`config.mk`:
```
export PLATFORM = sky130hd
export DESIGN_NAME = rd_credit_ctrl
export DESIGN_NICKNAME = d
export VERILOG_FILES = /design/src/hdl/rd_credit_ctrl.sv
export SDC_FILE = /design/constraint.sdc
export NUM_CORES = 1
export LEC_CHECK = 0
export ABC_AREA = 1
export BUFFER_PORTS_ARGS = -buffer_cell sky130_fd_sc_hd__buf_2
export CAP_MARGIN = 0
export CORE_AREA = 2 2 39 41
export CTS_BUF_LIST = sky130_fd_sc_hd__clkbuf_4
export CTS_CLUSTER_SIZE = 24
export DETAILED_ROUTE_END_ITERATION = 6
export DIE_AREA = 0 0 41 43
export PLACE_DENSITY_LB_ADDON = 0.3
export SKIP_LAST_GASP = 1
export SYNTH_ARGS = -nofsm -noshare
export SYNTH_HDL_FRONTEND = slang
export SYNTH_SLANG_ARGS = --single-unit
```
`constraint.sdc`:
```
create_clock -name clk -period 1.54 [get_ports clk]
set_clock_uncertainty 0.05 [all_clocks]
set_input_delay 0 -clock clk [delete_from_list [all_inputs] [get_ports clk]]
set_output_delay 0 -clock clk [all_outputs]
set_load 0.02 [all_outputs]
```
`src/hdl/rd_credit_ctrl.sv`:
```
`timescale 1ns/1ps

module rd_credit_ctrl #(
	parameter int burst_len = 32,
	parameter int addr_outstanding = 4, // read addresses in flight, 1 to 16
	parameter int rd_buffer_depth = 512 // FIFO depth in beats
)(
	input  logic clk,
	input  logic rst_n,
	input  logic ar_fire, // address accepted
	input  logic rvalid,
	input  logic rready,
	input  logic rlast,
	input  logic burst_end, // final beat of a burst left the FIFO
	output logic issue_ok
);

	// bursts that fit in the read buffer
	localparam int store_n = rd_buffer_depth / burst_len;
	localparam int out_w = $clog2(addr_outstanding + 1);
	localparam int buf_w = $clog2(store_n + 1);

	logic [out_w-1:0] out_cnt; // addresses without all data returned
	logic out_ok; // registered not-full for out_cnt
	logic [buf_w-1:0] buf_cnt; // bursts holding a buffer reservation
	logic buf_ok;
	logic r_done; // last beat of a burst accepted on R

	assign r_done = rvalid & rready & rlast;
	assign issue_ok = out_ok & buf_ok;

	// outstanding address count
	always_ff @(posedge clk or negedge rst_n)
	begin
		if (!rst_n)
		begin
			out_cnt <= '0;
			out_ok <= 1'b1;
		end
		else if (ar_fire ^ r_done) // both at once leaves count unchanged
		begin
			out_cnt <= ar_fire ? out_cnt + 1'b1 : out_cnt - 1'b1;
			// full only when this increment reaches the limit
			out_ok <= ~ar_fire | (out_cnt != out_w'(addr_outstanding - 1));
		end
	end

	// buffer reservation count, released as the burst drains out
	always_ff @(posedge clk or negedge rst_n)
	begin
		if (!rst_n)
		begin
			buf_cnt <= '0;
			buf_ok <= 1'b1;
		end
		else if (ar_fire ^ burst_end)
		begin
			buf_cnt <= ar_fire ? buf_cnt + 1'b1 : buf_cnt - 1'b1;
			buf_ok <= ~ar_fire | (buf_cnt != buf_w'(store_n - 1));
		end
	end

endmodule

```
# After elaboration in Yosys (flattened, before gate mapping)
# Cells that the tools add are included.
# W data, S select, Z words.
# totals
ff_bits,10
in_bits,7
out_inout_bits,1
elab_cells,20
# op_classes
addsub,4
n_eq_ne,2
n_mux,2
n_bitwise,8
# ops
op,n
$add A5 B1 Y5 const B,1
$mux W5,1
$ne A5 B4 Y1 const B,1
$sub A5 B1 Y5 const B,1
$add A3 B1 Y3 const B,1
$and A1 B1 Y1,3
$mux W3,1
$ne A3 B2 Y1 const B,1
$sub A3 B1 Y3 const B,1
$or A1 B1 Y1,2
$xor A1 B1 Y1,2
$not A1 Y1,1

# Longest topological paths before layout
# Gate-level depths: netlist of run 1.
# depth
word_depth,3
mapped_depth,9
depth_no_buf,9

# Least setup slack after synthesis of run 1
# Ideal clock, no wire load.
# synth_path
kind,flip-flop to flip-flop
startpoint,register buf_cnt[0]
endpoint,register buf_cnt[4]
setup_time_ns,0.117
t_arrival_ns,1.170
required_time_ns,1.373
slack_ns,0.202
stages_incl_launch_ff,9
n_path_buf,0
period_less_slack_ns,1.338
path_cell_list,dfrtp_1 > inv_1 > fa_1 > inv_1 > nand3_1 > nand2_1 > nand2_1 > nand3_1 > nand2_1
# synth_via
elab_chain_len,2
elab_cells_between_ends,3
classes_between,add/sub (2); mux (1)
# synth_rtl
item,line_no,rtl
start: declaration,25,logic [buf_w-1:0] buf_cnt;
start signal: assignment,58,buf_cnt <= ar_fire ? buf_cnt + 1'b1 : buf_cnt - 1'b1;
$sub A5 B1 Y5 or $add A5 B1 Y5 (tied branches),58,
$mux W5 *,58,
# Every way passes the cells marked *; elsewhere a longest branch is shown, timed or not.
# A chain may end at the register's enable or synchronous reset.

# Worst setup path after layout of run 1
# Ends and elaborated chain as after synthesis.

==> out/qor.csv, run 1 <==
stage;metric;value;unit
outcome;status;finished, final reports clean;
synth;Cell Area, Synth;681;sq um
cells_and_area;Area growth syn-to-layout;14.5;%
synth;Post-synth top flop;dfrtp_1;
cells_and_area;footprint of the multi-input gates;370;sq um
cts;H-tree levels;1;
placed_design;placed cells;109;
synth;sequential element share of the synthesized area;0.371;
cts;Clock Path Buffers;2;
drt;final WL;1200;um
worst_setup_path;R2R depth;8;
global_routing;largest net degree at the start of global routing;11;
worst_setup_path;capturing element type of the critical path;register;
placed_design;Final GP Congestion;0.769;
worst_setup_path;Worst Setup SP;buf_cnt[0];
cts;CTS tree;yes;
synth;Synth area leader;dfrtp_1;
worst_setup_path;crit path cell chain;inv_1 > fa_1 > inv_1 > nand3_1 > nand2_1 > nand2_1 > nand3_1 > nand2_1;
sta;Slew headroom;0.854;
cts;Inserted Clock Buffers;3;
synth;Syn. warnings;0;
worst_setup_path;R2R Setup Slk;0.12;ns
worst_setup_path;Max Fanout on Critical Path;3;
worst_setup_path;CP startpoint kind;register;
worst_setup_path;crit path kind;reg2reg;
synth;syn avg cell area;7.91;sq um
cts;post-CTS resize count;0;
worst_setup_path;crit-path most repeated cell;nand2_1;
die;num rows;14;
cells_and_area;Core Util, Final;0.563;
worst_setup_path;WP data arrival;1.53;ns
global_routing;global-route wire length before repair;2010;um
sta;max-slew violation count;0;
synth;top post-synthesis cells by count;34 x nand2_1, 9 x inv_1, 8 x dfrtp_1;
global_routing;initial antenna violation count;0;
drt;1st-iter DRT viols;7;
die;Top Ports;8;
cts;clock sinks;10;
cells_and_area;Non-Filler Instances;115;
sta;Tcrit/Tclk final;0.920;
synth;Unique masters post-synth;21;
sta;Setup Viol. Count Final;0;
global_routing;GRT overflow;0;
cts;Root Driver;clkbuf_4;
power_and_ir_drop;P per Cell Area;1700;mW/mm^2
power_and_ir_drop;total power;0.00132;W
worst_setup_path;slowest cell on the critical path;fa_1;
global_routing;Tot GR Track Use;0.165;
worst_setup_path;Slowest Stage Delay on Critical Path;0.42;ns
run;MaxCap Viol Count;0;
synth;synth top area cells;dfrtp_1 29%, nand2_1 19%, dfstp_2 7.7%;
sta;fin crit period;1.42;ns
cells_and_area;FF+latch area;253;sq um
die;Die W;41;um
synth;count leader, synth;nand2_1;
worst_hold_path;Hold Crit Class;in2async;
drt;number of routed nets with antenna violations;0;
die;die height;43;um
power_and_ir_drop;VDD IR-drop max;0.870;mV
worst_setup_path;RR Endpoint;buf_cnt[4];
sta;Slew @ Worst Pin;0.220;ns
global_routing;vias in the first global route;523;
cells_and_area;# fillers;131;
placed_design;port bufs;7;
cts;worst skew pair latency;0.27;ns
synth;Post-Syn Instances;86;
die;core area;0.00138;sq mm
drt;Via Count;556;
sta;Final Hold Viols;0;
power_and_ir_drop;LEAKAGE;0.430;nW
cells_and_area;Nets;112;
worst_setup_path;RR Startpoint;buf_cnt[0];
synth;EDFF count, synth;0;
placed_design;hpwl dp;965;um
cts;Worst-path clk slew;0.07;ns
die;initial core utilization;0.492;
drt;drt first pass iters;3;
drt;post-route DRC violation count;0;
synth;top cell type's share of synthesized area;0.294;
synth;Mapped Nets;98;
sta;maximum clock frequency;0.706;GHz
die;die area;0.00176;sq mm
worst_setup_path;required time worst endpoint;1.65;ns
sta;total negative slack;0;ns
drt;Via-to-Cell Ratio;4.83;
synth;#FFs+latches synth;10;
cells_and_area;# diodes;0;
synth;share of flip-flops with an asynchronous set or reset;1.00;
cells_and_area;fraction of layout cells with a size suffix above 1;0.232;
drt;drt wl/cell;10.4;um
-- layer usage --
layer | share of wire | GRT usage | up-vias | routed length [um]
li1 | - | - | 297 | -
met1 | 0.45 | 0.201 | 251 | 537
met4 | 0.018 | 0.0600 | 0 | 21
met2 | 0.51 | 0.266 | 6 | 610
met5 | 0 | 0 | - | 0
met3 | 0.023 | 0.0471 | 2 | 27
-- power by group --
group          switching [W]  total, W  leakage (nW)  internal [W]
Combinational       0.000341  0.000624         0.294      0.000283
Sequential          0.000108  0.000492         0.117      0.000384
Clock              0.0000887  0.000206        0.0184      0.000118
-- final cells by class --
| cell class | instances | area share |
|---|---|---|
| clock buffers | 4 | 0.0385 |
| inverters | 11 | 0.0594 |
| multi-input cells | 64 | 0.475 |
| flip-flops and latches | 10 | 0.324 |
| well taps | 16 | 0.0257 |
| repair buffers | 10 | 0.0770 |
-- worst max-delay path by stage --
stage,slack [ns],cells after the start,endpoint
after global placement,0.12,8,buf_cnt[4]
after detailed placement,0.1,8,buf_cnt[4]
final,0.12,8,buf_cnt[4]
after floorplan,0.20,8,buf_cnt[4]
after global routing,-0.007,8,buf_cnt[4]
after CTS,0.08,8,buf_cnt[4]
-- kinds of logic after synthesis --
| family | share of synthesized area |
|---|---|
| buffers and inverters | 0.0846 |
| DFF | 0.371 |
| AOI/OAI and AO/OA | 0.0551 |
| adders and majority gates | 0.114 |
| and+or+nand+nor | 0.311 |
| xor gates and xnor gates | 0.0643 |
-- critical path: cells and delay by family (launching register included) --
family,cells,cell delay [ns]
AND/OR/NAND/NOR,5,0.29
adder cells (fa/ha/maj),1,0.42
buffers and inverters,2,0.17
flip-flops,1,0.38
-- metrics by stage --
step	area [sq um]	setup WS (ns)	hold slack (ns)
2_1_floorplan	681	0.202	-0.346
3_3_place_gp	732	0.115	-0.181
3_5_place_dp	732	0.0993	-0.182
4_1_cts	772	0.0836	0.0669
5_1_grt	779	-0.00747	0.0810
6_report	779	0.123	0.0615
-- state kept, by name (all words and copies together), names as in the netlist --
name / count
buf_cnt: 5
buf_ok: 1
out_cnt: 3
out_ok: 1
-- placed cells by master, fill, tap and decap left out, types with 3 or more instances in the layout --
cell      netlist  layout
inv_1           9       9
clkbuf_4        0       4
nand2_1        34      34
nand3_1         7       7
dfrtp_1         8       8
xor2_1          4       4
ha_1            3       3
buf_2           0       7
-- repair_timing --
action / in CTS / in global routing
endpoints found under the hold margin: 10 / 0
hold buffers: 1 / 0
setup buffers: 0 / 1
setup endpoints to repair: 0 / 1
Note: power is estimated with default switching activity, not from simulation.
==> inputs of run 2 (changes only) <==
--- a/config.mk
+++ b/config.mk
@@ -5,14 +5,13 @@
 export SDC_FILE = /design/constraint.sdc
 export NUM_CORES = 1
 export LEC_CHECK = 0
-export ABC_AREA = 1
 export BUFFER_PORTS_ARGS = -buffer_cell sky130_fd_sc_hd__buf_2
 export CAP_MARGIN = 0
-export CORE_AREA = 2 2 39 41
+export CORE_AREA = 4 4 41 43
 export CTS_BUF_LIST = sky130_fd_sc_hd__clkbuf_4
 export CTS_CLUSTER_SIZE = 24
 export DETAILED_ROUTE_END_ITERATION = 6
-export DIE_AREA = 0 0 41 43
+export DIE_AREA = 0 0 45 47
 export PLACE_DENSITY_LB_ADDON = 0.3
 export SKIP_LAST_GASP = 1
 export SYNTH_ARGS = -nofsm -noshare
==> out/qor.csv, run 2 <==
stage;metric;value;unit;change
cells_and_area;Regs by FF count;buf_cnt x5, out_cnt x3;;
cts;CTS tree;yes;;
die;initial core utilization;0.461;;-0.0313
cts;Inserted Clock Buffers;3;;unchanged
synth;Mapped Nets;67;;-32%
synth;Unique masters post-synth;27;;+29%
worst_setup_path;Slowest Stage Delay on Critical Path;0.38;ns;-0.04 ns
worst_setup_path;Bufs and invs on worst path;1;;-1
synth;Syn. warnings;0;;unchanged
cells_and_area;Area growth syn-to-layout;22.3;%;
sta;fin crit period;1.54;ns;+0.120 ns
synth;Post-Syn Instances;55;;-36%
worst_setup_path;RR Endpoint;buf_cnt[4];;
cells_and_area;Nets;84;;-25%
synth;syn avg cell area;10.9;sq um;+38%
cells_and_area;# fillers;115;;-12%
sta;maximum clock frequency;0.651;GHz;-7.8%
cells_and_area;largest reg by FF count;buf_cnt;;
global_routing;largest net degree at the start of global routing;11;;unchanged
synth;count leader, synth;dfrtp_1;;
worst_setup_path;CP top delay family;flip-flops;;
worst_setup_path;crit path cell chain;inv_2 > fa_2 > nand2b_4 > a21oi_2 > mux2i_1 > xnor2_1;;
cells_and_area;most frequent cells in the layout;8 x dfrtp_1, 7 x nor2_1, 7 x buf_2;;
worst_setup_path;required time worst endpoint;1.67;ns;+0.02 ns
drt;1st-iter DRT viols;1;;-6
drt;drt first pass iters;2;;-1
drt;Via-to-Cell Ratio;5.07;;+4.9%
worst_setup_path;CP startpoint kind;register;;
cells_and_area;FF+latch area;253;sq um;unchanged
drt;post-route DRC violation count;0;;unchanged
global_routing;Tot GR Track Use;0.117;;-0.0484
die;die area;0.00212;sq mm;+20%
cts;Worst-path clk slew;0.07;ns;about the same
global_routing;global-route wire length before repair;1720;um;-15%
cts;worst skew pair latency;0.26;ns;about the same
synth;Cell Area, Synth;599;sq um;-12%
die;die height;47;um;+9.3%
cells_and_area;footprint of the multi-input gates;342;sq um;-7.8%
worst_setup_path;capturing element type of the critical path;register;;
synth;share of flip-flops with an asynchronous set or reset;1.00;;unchanged
worst_setup_path;slowest cell on the critical path;dfrtp_1;;
global_routing;GRT overflow;0;;unchanged
cells_and_area;max reg flops;5;;unchanged
sta;Final Hold Viols;0;;unchanged
sta;Slew @ Worst Pin;0.308;ns;+0.0881 ns
worst_setup_path;crit path kind;reg2reg;;
synth;#FFs+latches synth;10;;unchanged
sta;Slew headroom;0.795;;-0.0587
drt;final WL;997;um;-17%
placed_design;Final GP Congestion;0.751;;-2.3%
sta;max-slew violation count;0;;unchanged
placed_design;port bufs;7;;unchanged
placed_design;placed cells;80;;-27%
synth;Post-synth top flop;dfrtp_1;;
synth;top cell type's share of synthesized area;0.334;;+0.0399
cells_and_area;Non-Filler Instances;86;;-25%
run;MaxCap Viol Count;0;;unchanged
die;Top Ports;8;;unchanged
worst_setup_path;RR Startpoint;buf_cnt[1];;
cells_and_area;# diodes;0;;unchanged
synth;EDFF count, synth;0;;unchanged
worst_setup_path;R2R depth;6;;-2
drt;Via Count;436;;-22%
sta;total negative slack;0;ns;unchanged
synth;sequential element share of the synthesized area;0.422;;+0.0504
worst_hold_path;Cells on Worst Hold Path;3;;
power_and_ir_drop;VDD IR-drop max;0.906;mV;+4.2%
sta;Setup Viol. Count Final;0;;unchanged
power_and_ir_drop;LEAKAGE;0.332;nW;-23%
cells_and_area;fraction of layout cells with a size suffix above 1;0.380;;+0.148
cts;clock sinks;10;;unchanged
sta;Tcrit/Tclk final;0.998;;+0.0779
drt;drt wl/cell;11.6;um;+11%
placed_design;hpwl dp;762;um;-21%
die;num rows;13;;-1
outcome;status;finished, final reports clean;;
cts;H-tree levels;1;;unchanged
synth;Synth area leader;dfrtp_1;;
sta;unrepaired setup endpoints after global routing;yes;;
power_and_ir_drop;P per Cell Area;1840;mW/mm^2;+8.3%
worst_hold_path;Hold Crit Class;in2reg;;
global_routing;vias in the first global route;414;;-21%
worst_setup_path;R2R Setup Slk;0.003;ns;-0.12 ns
die;core area;0.00130;sq mm;-6.0%
cts;Clock Path Buffers;2;;unchanged
drt;number of routed nets with antenna violations;0;;unchanged
synth;top post-synthesis cells by count;8 x dfrtp_1, 7 x nor2_1, 6 x xnor2_1;;
cells_and_area;most common cell after layout, fill and taps aside;dfrtp_1;;
worst_setup_path;WP data arrival;1.67;ns;+0.14 ns
die;Die W;45;um;+9.8%
global_routing;initial antenna violation count;0;;unchanged
cts;Root Driver;clkbuf_4;;
worst_hold_path;Hold Path End;out_ok;;
worst_setup_path;Max Fanout on Critical Path;3;;unchanged
worst_hold_path;hold_sp;ar_fire;;
synth;synth top area cells;dfrtp_1 33%, dfstp_2 8.8%, xnor2_1 8.8%;;
## run 2: changes by cell type in the layout (fill, tap and decap cells not counted), sizes merged, moves of 3 or more
cell / before / now
buf: 9 / 12
inv: 11 / 3
nand2: 36 / 1
nand3: 7 / 1
nor2: 1 / 7
o21ai: 4 / 1
xnor2: 1 / 6
xor2: 4 / 1
## run 2: worst reg2reg max path, cell delays in order, from the launching register on
cell and delay, ns:
dfrtp_1 0.38, inv_2 0.06, fa_2 0.34, nand2b_4 0.15, a21oi_2 0.13, mux2i_1 0.22
xnor2_1 0.14
## run 2: layout make-up
class                           instances  share of cell area
Multi-Input combinational cell         41               0.466
Inverter                                3              0.0154
Tap cell                               15              0.0256
Sequential cell                        10               0.345
Clock buffer                            3              0.0307
Timing Repair Buffer                   13               0.113
Clock inverter                          1             0.00512
## run 2: cells by family after synthesis
logic type	synth area share
buffers and inverters	0.0376
AO/OA/AOI/OAI	0.0814
AND/OR/NAND/NOR	0.167
adder cells (fa/ha/maj)	0.129
XOR/XNOR	0.102
multiplexers	0.0605
flip-flops	0.422
## run 2: how the worst max path moves through the flow
stage,from,to,slack [ns],depth (start not counted)
floorplan,buf_cnt[0],buf_cnt[4],0.03,6
global placement,buf_cnt[0],buf_cnt[4],0.03,6
detailed placement,buf_cnt[0],buf_cnt[4],-0.02,6
CTS,buf_cnt[1],buf_cnt[4],-0.02,6
global route,buf_cnt[1],buf_cnt[4],-0.09,6
finish,buf_cnt[1],buf_cnt[4],0.003,6
## run 2: through the flow
stage                     setup WS (ns)  area, sq um  total power (W)  hold slack, ns  utilization
final                           0.00277          733          0.00135          0.0294        0.563
after CTS                       -0.0159          729          0.00134          0.0329        0.561
after global routing            -0.0869          733          0.00146          0.0514        0.563
after detailed placement        -0.0173          678          0.00110          -0.177        0.521
after floorplan                  0.0286          606         0.000931          -0.346            -
after global placement           0.0325          678          0.00108          -0.174        0.521
## run 2: per-layer routing
layer  vias to the layer above  GRT usage  share of wire
met5                         -          0              0
met4                         0     0.0877          0.022
met3                         2     0.0115          0.036
met2                         9      0.181           0.46
met1                       207      0.152           0.48
li1                        218          -              -
## run 2: what timing repair did
| item | in CTS | in global routing |
|---|---|---|
| pin swaps | 2 | 3 |
| setup endpoints to repair | 1 | 2 |
| hold endpoints to repair | 10 | 0 |
| buffers inserted | 1 | 0 |
| hold buffers | 1 | 0 |
| resized for setup | 3 | 1 |
## run 2: power breakdown
group / leakage [nW] / internal (W) / switching, W
Clock: 0.0154 / 0.0000934 / 0.0000925
Combinational: 0.203 / 0.000385 / 0.000283
Sequential: 0.113 / 0.000394 / 0.0000983
==> inputs of run 3 (changes only) <==
--- a/config.mk
+++ b/config.mk
@@ -13,6 +13,7 @@
 export DETAILED_ROUTE_END_ITERATION = 6
 export DIE_AREA = 0 0 45 47
 export PLACE_DENSITY_LB_ADDON = 0.3
+export RECOVER_POWER = 50
 export SKIP_LAST_GASP = 1
 export SYNTH_ARGS = -nofsm -noshare
 export SYNTH_HDL_FRONTEND = slang
==> out/qor.csv, run 3 (same netlist as run 2, synthesis figures left out) <==
stage;metric;value;unit;change
drt;1st-iter DRT viols;1;;unchanged
global_routing;GRT overflow;0;;unchanged
die;core area;0.00130;sq mm;unchanged
placed_design;Final GP Congestion;0.751;;unchanged
cells_and_area;most common cell after layout, fill and taps aside;dfrtp_1;;
drt;post-route DRC violation count;0;;unchanged
placed_design;port bufs;7;;unchanged
global_routing;global-route wire length before repair;1720;um;unchanged
die;die area;0.00212;sq mm;unchanged
worst_hold_path;Hold Crit Class;in2reg;;
sta;Setup Viol. Count Final;0;;unchanged
outcome;status;finished, final reports clean;;
worst_setup_path;Max Fanout on Critical Path;3;;unchanged
die;Top Ports;8;;unchanged
cells_and_area;Nets;84;;unchanged
sta;Slew headroom;0.628;;-0.167
cts;Worst-path clk slew;0.07;ns;about the same
power_and_ir_drop;LEAKAGE;0.329;nW;-0.83%
die;Die W;45;um;unchanged
drt;Via Count;436;;unchanged
sta;Final Hold Viols;0;;unchanged
cts;Clock Path Buffers;2;;unchanged
sta;Tcrit/Tclk final;0.998;;unchanged
global_routing;largest net degree at the start of global routing;11;;unchanged
cells_and_area;# diodes;0;;unchanged
cts;Inserted Clock Buffers;3;;unchanged
cts;Root Driver;clkbuf_4;;
placed_design;hpwl dp;762;um;unchanged
sta;fin crit period;1.54;ns;unchanged
cells_and_area;Area growth syn-to-layout;22.1;%;
sta;setup slack after layout;0.00277;ns;unchanged
cts;CTS tree;yes;;
sta;maximum clock frequency;0.651;GHz;unchanged
cells_and_area;fraction of layout cells with a size suffix above 1;0.366;;-0.0141
drt;number of routed nets with antenna violations;0;;unchanged
drt;drt first pass iters;2;;unchanged
worst_setup_path;capturing element type of the critical path;register;;
power_and_ir_drop;P per Cell Area;1840;mW/mm^2;+0.14%
sta;Slew @ Worst Pin;0.558;ns;+0.251 ns
cts;H-tree levels;1;;unchanged
power_and_ir_drop;VDD IR-drop max;0.906;mV;about the same
power_and_ir_drop;total power;0.00135;W;about the same
cells_and_area;Regs by FF count;buf_cnt x5, out_cnt x3;;
cts;worst skew pair latency;0.26;ns;about the same
cells_and_area;Core Util, Final;0.563;;-0.000962
cells_and_area;most frequent cells in the layout;8 x dfrtp_1, 7 x nor2_1, 6 x xnor2_1, 6 x buf_2, 5 x buf_4;;
cells_and_area;largest reg by FF count;buf_cnt;;
run;MaxCap Viol Count;0;;unchanged
drt;final WL;996;um;-0.10%
cts;clock sinks;10;;unchanged
worst_setup_path;required time worst endpoint;1.67;ns;about the same
worst_setup_path;WP data arrival;1.67;ns;about the same
global_routing;initial antenna violation count;0;;unchanged
sta;max-slew violation count;0;;unchanged
global_routing;Tot GR Track Use;0.117;;unchanged
global_routing;vias in the first global route;414;;unchanged
drt;drt wl/cell;11.6;um;-0.10%
die;num rows;13;;unchanged
worst_setup_path;crit path kind;reg2reg;;
cells_and_area;# fillers;116;;+0.87%
cells_and_area;max reg flops;5;;unchanged
drt;Via-to-Cell Ratio;5.07;;unchanged
worst_setup_path;CP startpoint kind;register;;
die;die height;47;um;unchanged
die;initial core utilization;0.461;;unchanged
sta;unrepaired setup endpoints after global routing;yes;;
placed_design;Setup WS pre-CTS;-0.0173;ns;unchanged
==> run 3: final cells by class <==
class,instances,area [sq um],area share
multi-input cells,41,342,0.467
well taps,15,18.8,0.0256
repair buffers,13,81.3,0.111
inverters,3,11.3,0.0154
flip-flops and latches,10,253,0.345
clock buffers,3,22.5,0.0308
clock inverters,1,3.75,0.00513
==> run 3: path summary, 6_finish.rpt <==
kind	start	end	slack, ns	cells after the start
hold / removal	ar_fire	out_ok	0.03	3
setup / recovery	buf_cnt[1]	buf_cnt[4]	0.003	6
max in group asynchronous	rst_n	out_ok	0.89	2
hold reg to reg	out_cnt[2]	out_cnt[2]	0.42	1
min in group asynchronous	rst_n	buf_cnt[0]	0.18	2
setup reg to reg	buf_cnt[1]	buf_cnt[4]	0.003	6
==> run 3: power breakdown <==
part,internal (W),switching (W),leakage (nW),total (W)
clock,0.0000934,0.0000925,0.0154,0.000186
combinational,0.000384,0.000283,0.201,0.000668
sequential,0.000394,0.0000983,0.113,0.000493
==> run 3: routing by layer <==
layer / wire [um] / global-route usage / part of all wire / vias up
met2: 459 / 0.181 / 0.46 / 9
met4: 22 / 0.0877 / 0.022 / 0
li1: - / - / - / 218
met3: 36 / 0.0115 / 0.036 / 2
met5: 0 / 0 / 0 / -
met1: 478 / 0.152 / 0.48 / 207
==> run 3: per-stage QoR <==
stage | cell area, sq um | hold slack, ns | TNS (ns) | std cells
detailed placement | 678 | -0.177 | -0.0173 | 80
finish | 732 | 0.0294 | 0 | 86
global route | 732 | 0.0514 | -0.144 | 86
global placement | 678 | -0.174 | 0 | 80
CTS | 729 | 0.0329 | -0.0159 | 86
floorplan | 606 | -0.346 | 0 | 55
==> run 3: worst max-delay path, stage by stage (launching register included) <==
cell	delay (ns)
dfrtp_1	0.38
inv_2	0.06
fa_2	0.34
nand2b_4	0.15
a21oi_2	0.13
mux2i_1	0.22
xnor2_1	0.14
==> run 3: what timing repair did <==
action	CTS	global route
hold endpoints to repair	10	0
pin swaps	2	3
buffers inserted	1	0
hold buffers	1	0
endpoints found under the setup margin	1	2
gates resized for setup	3	1
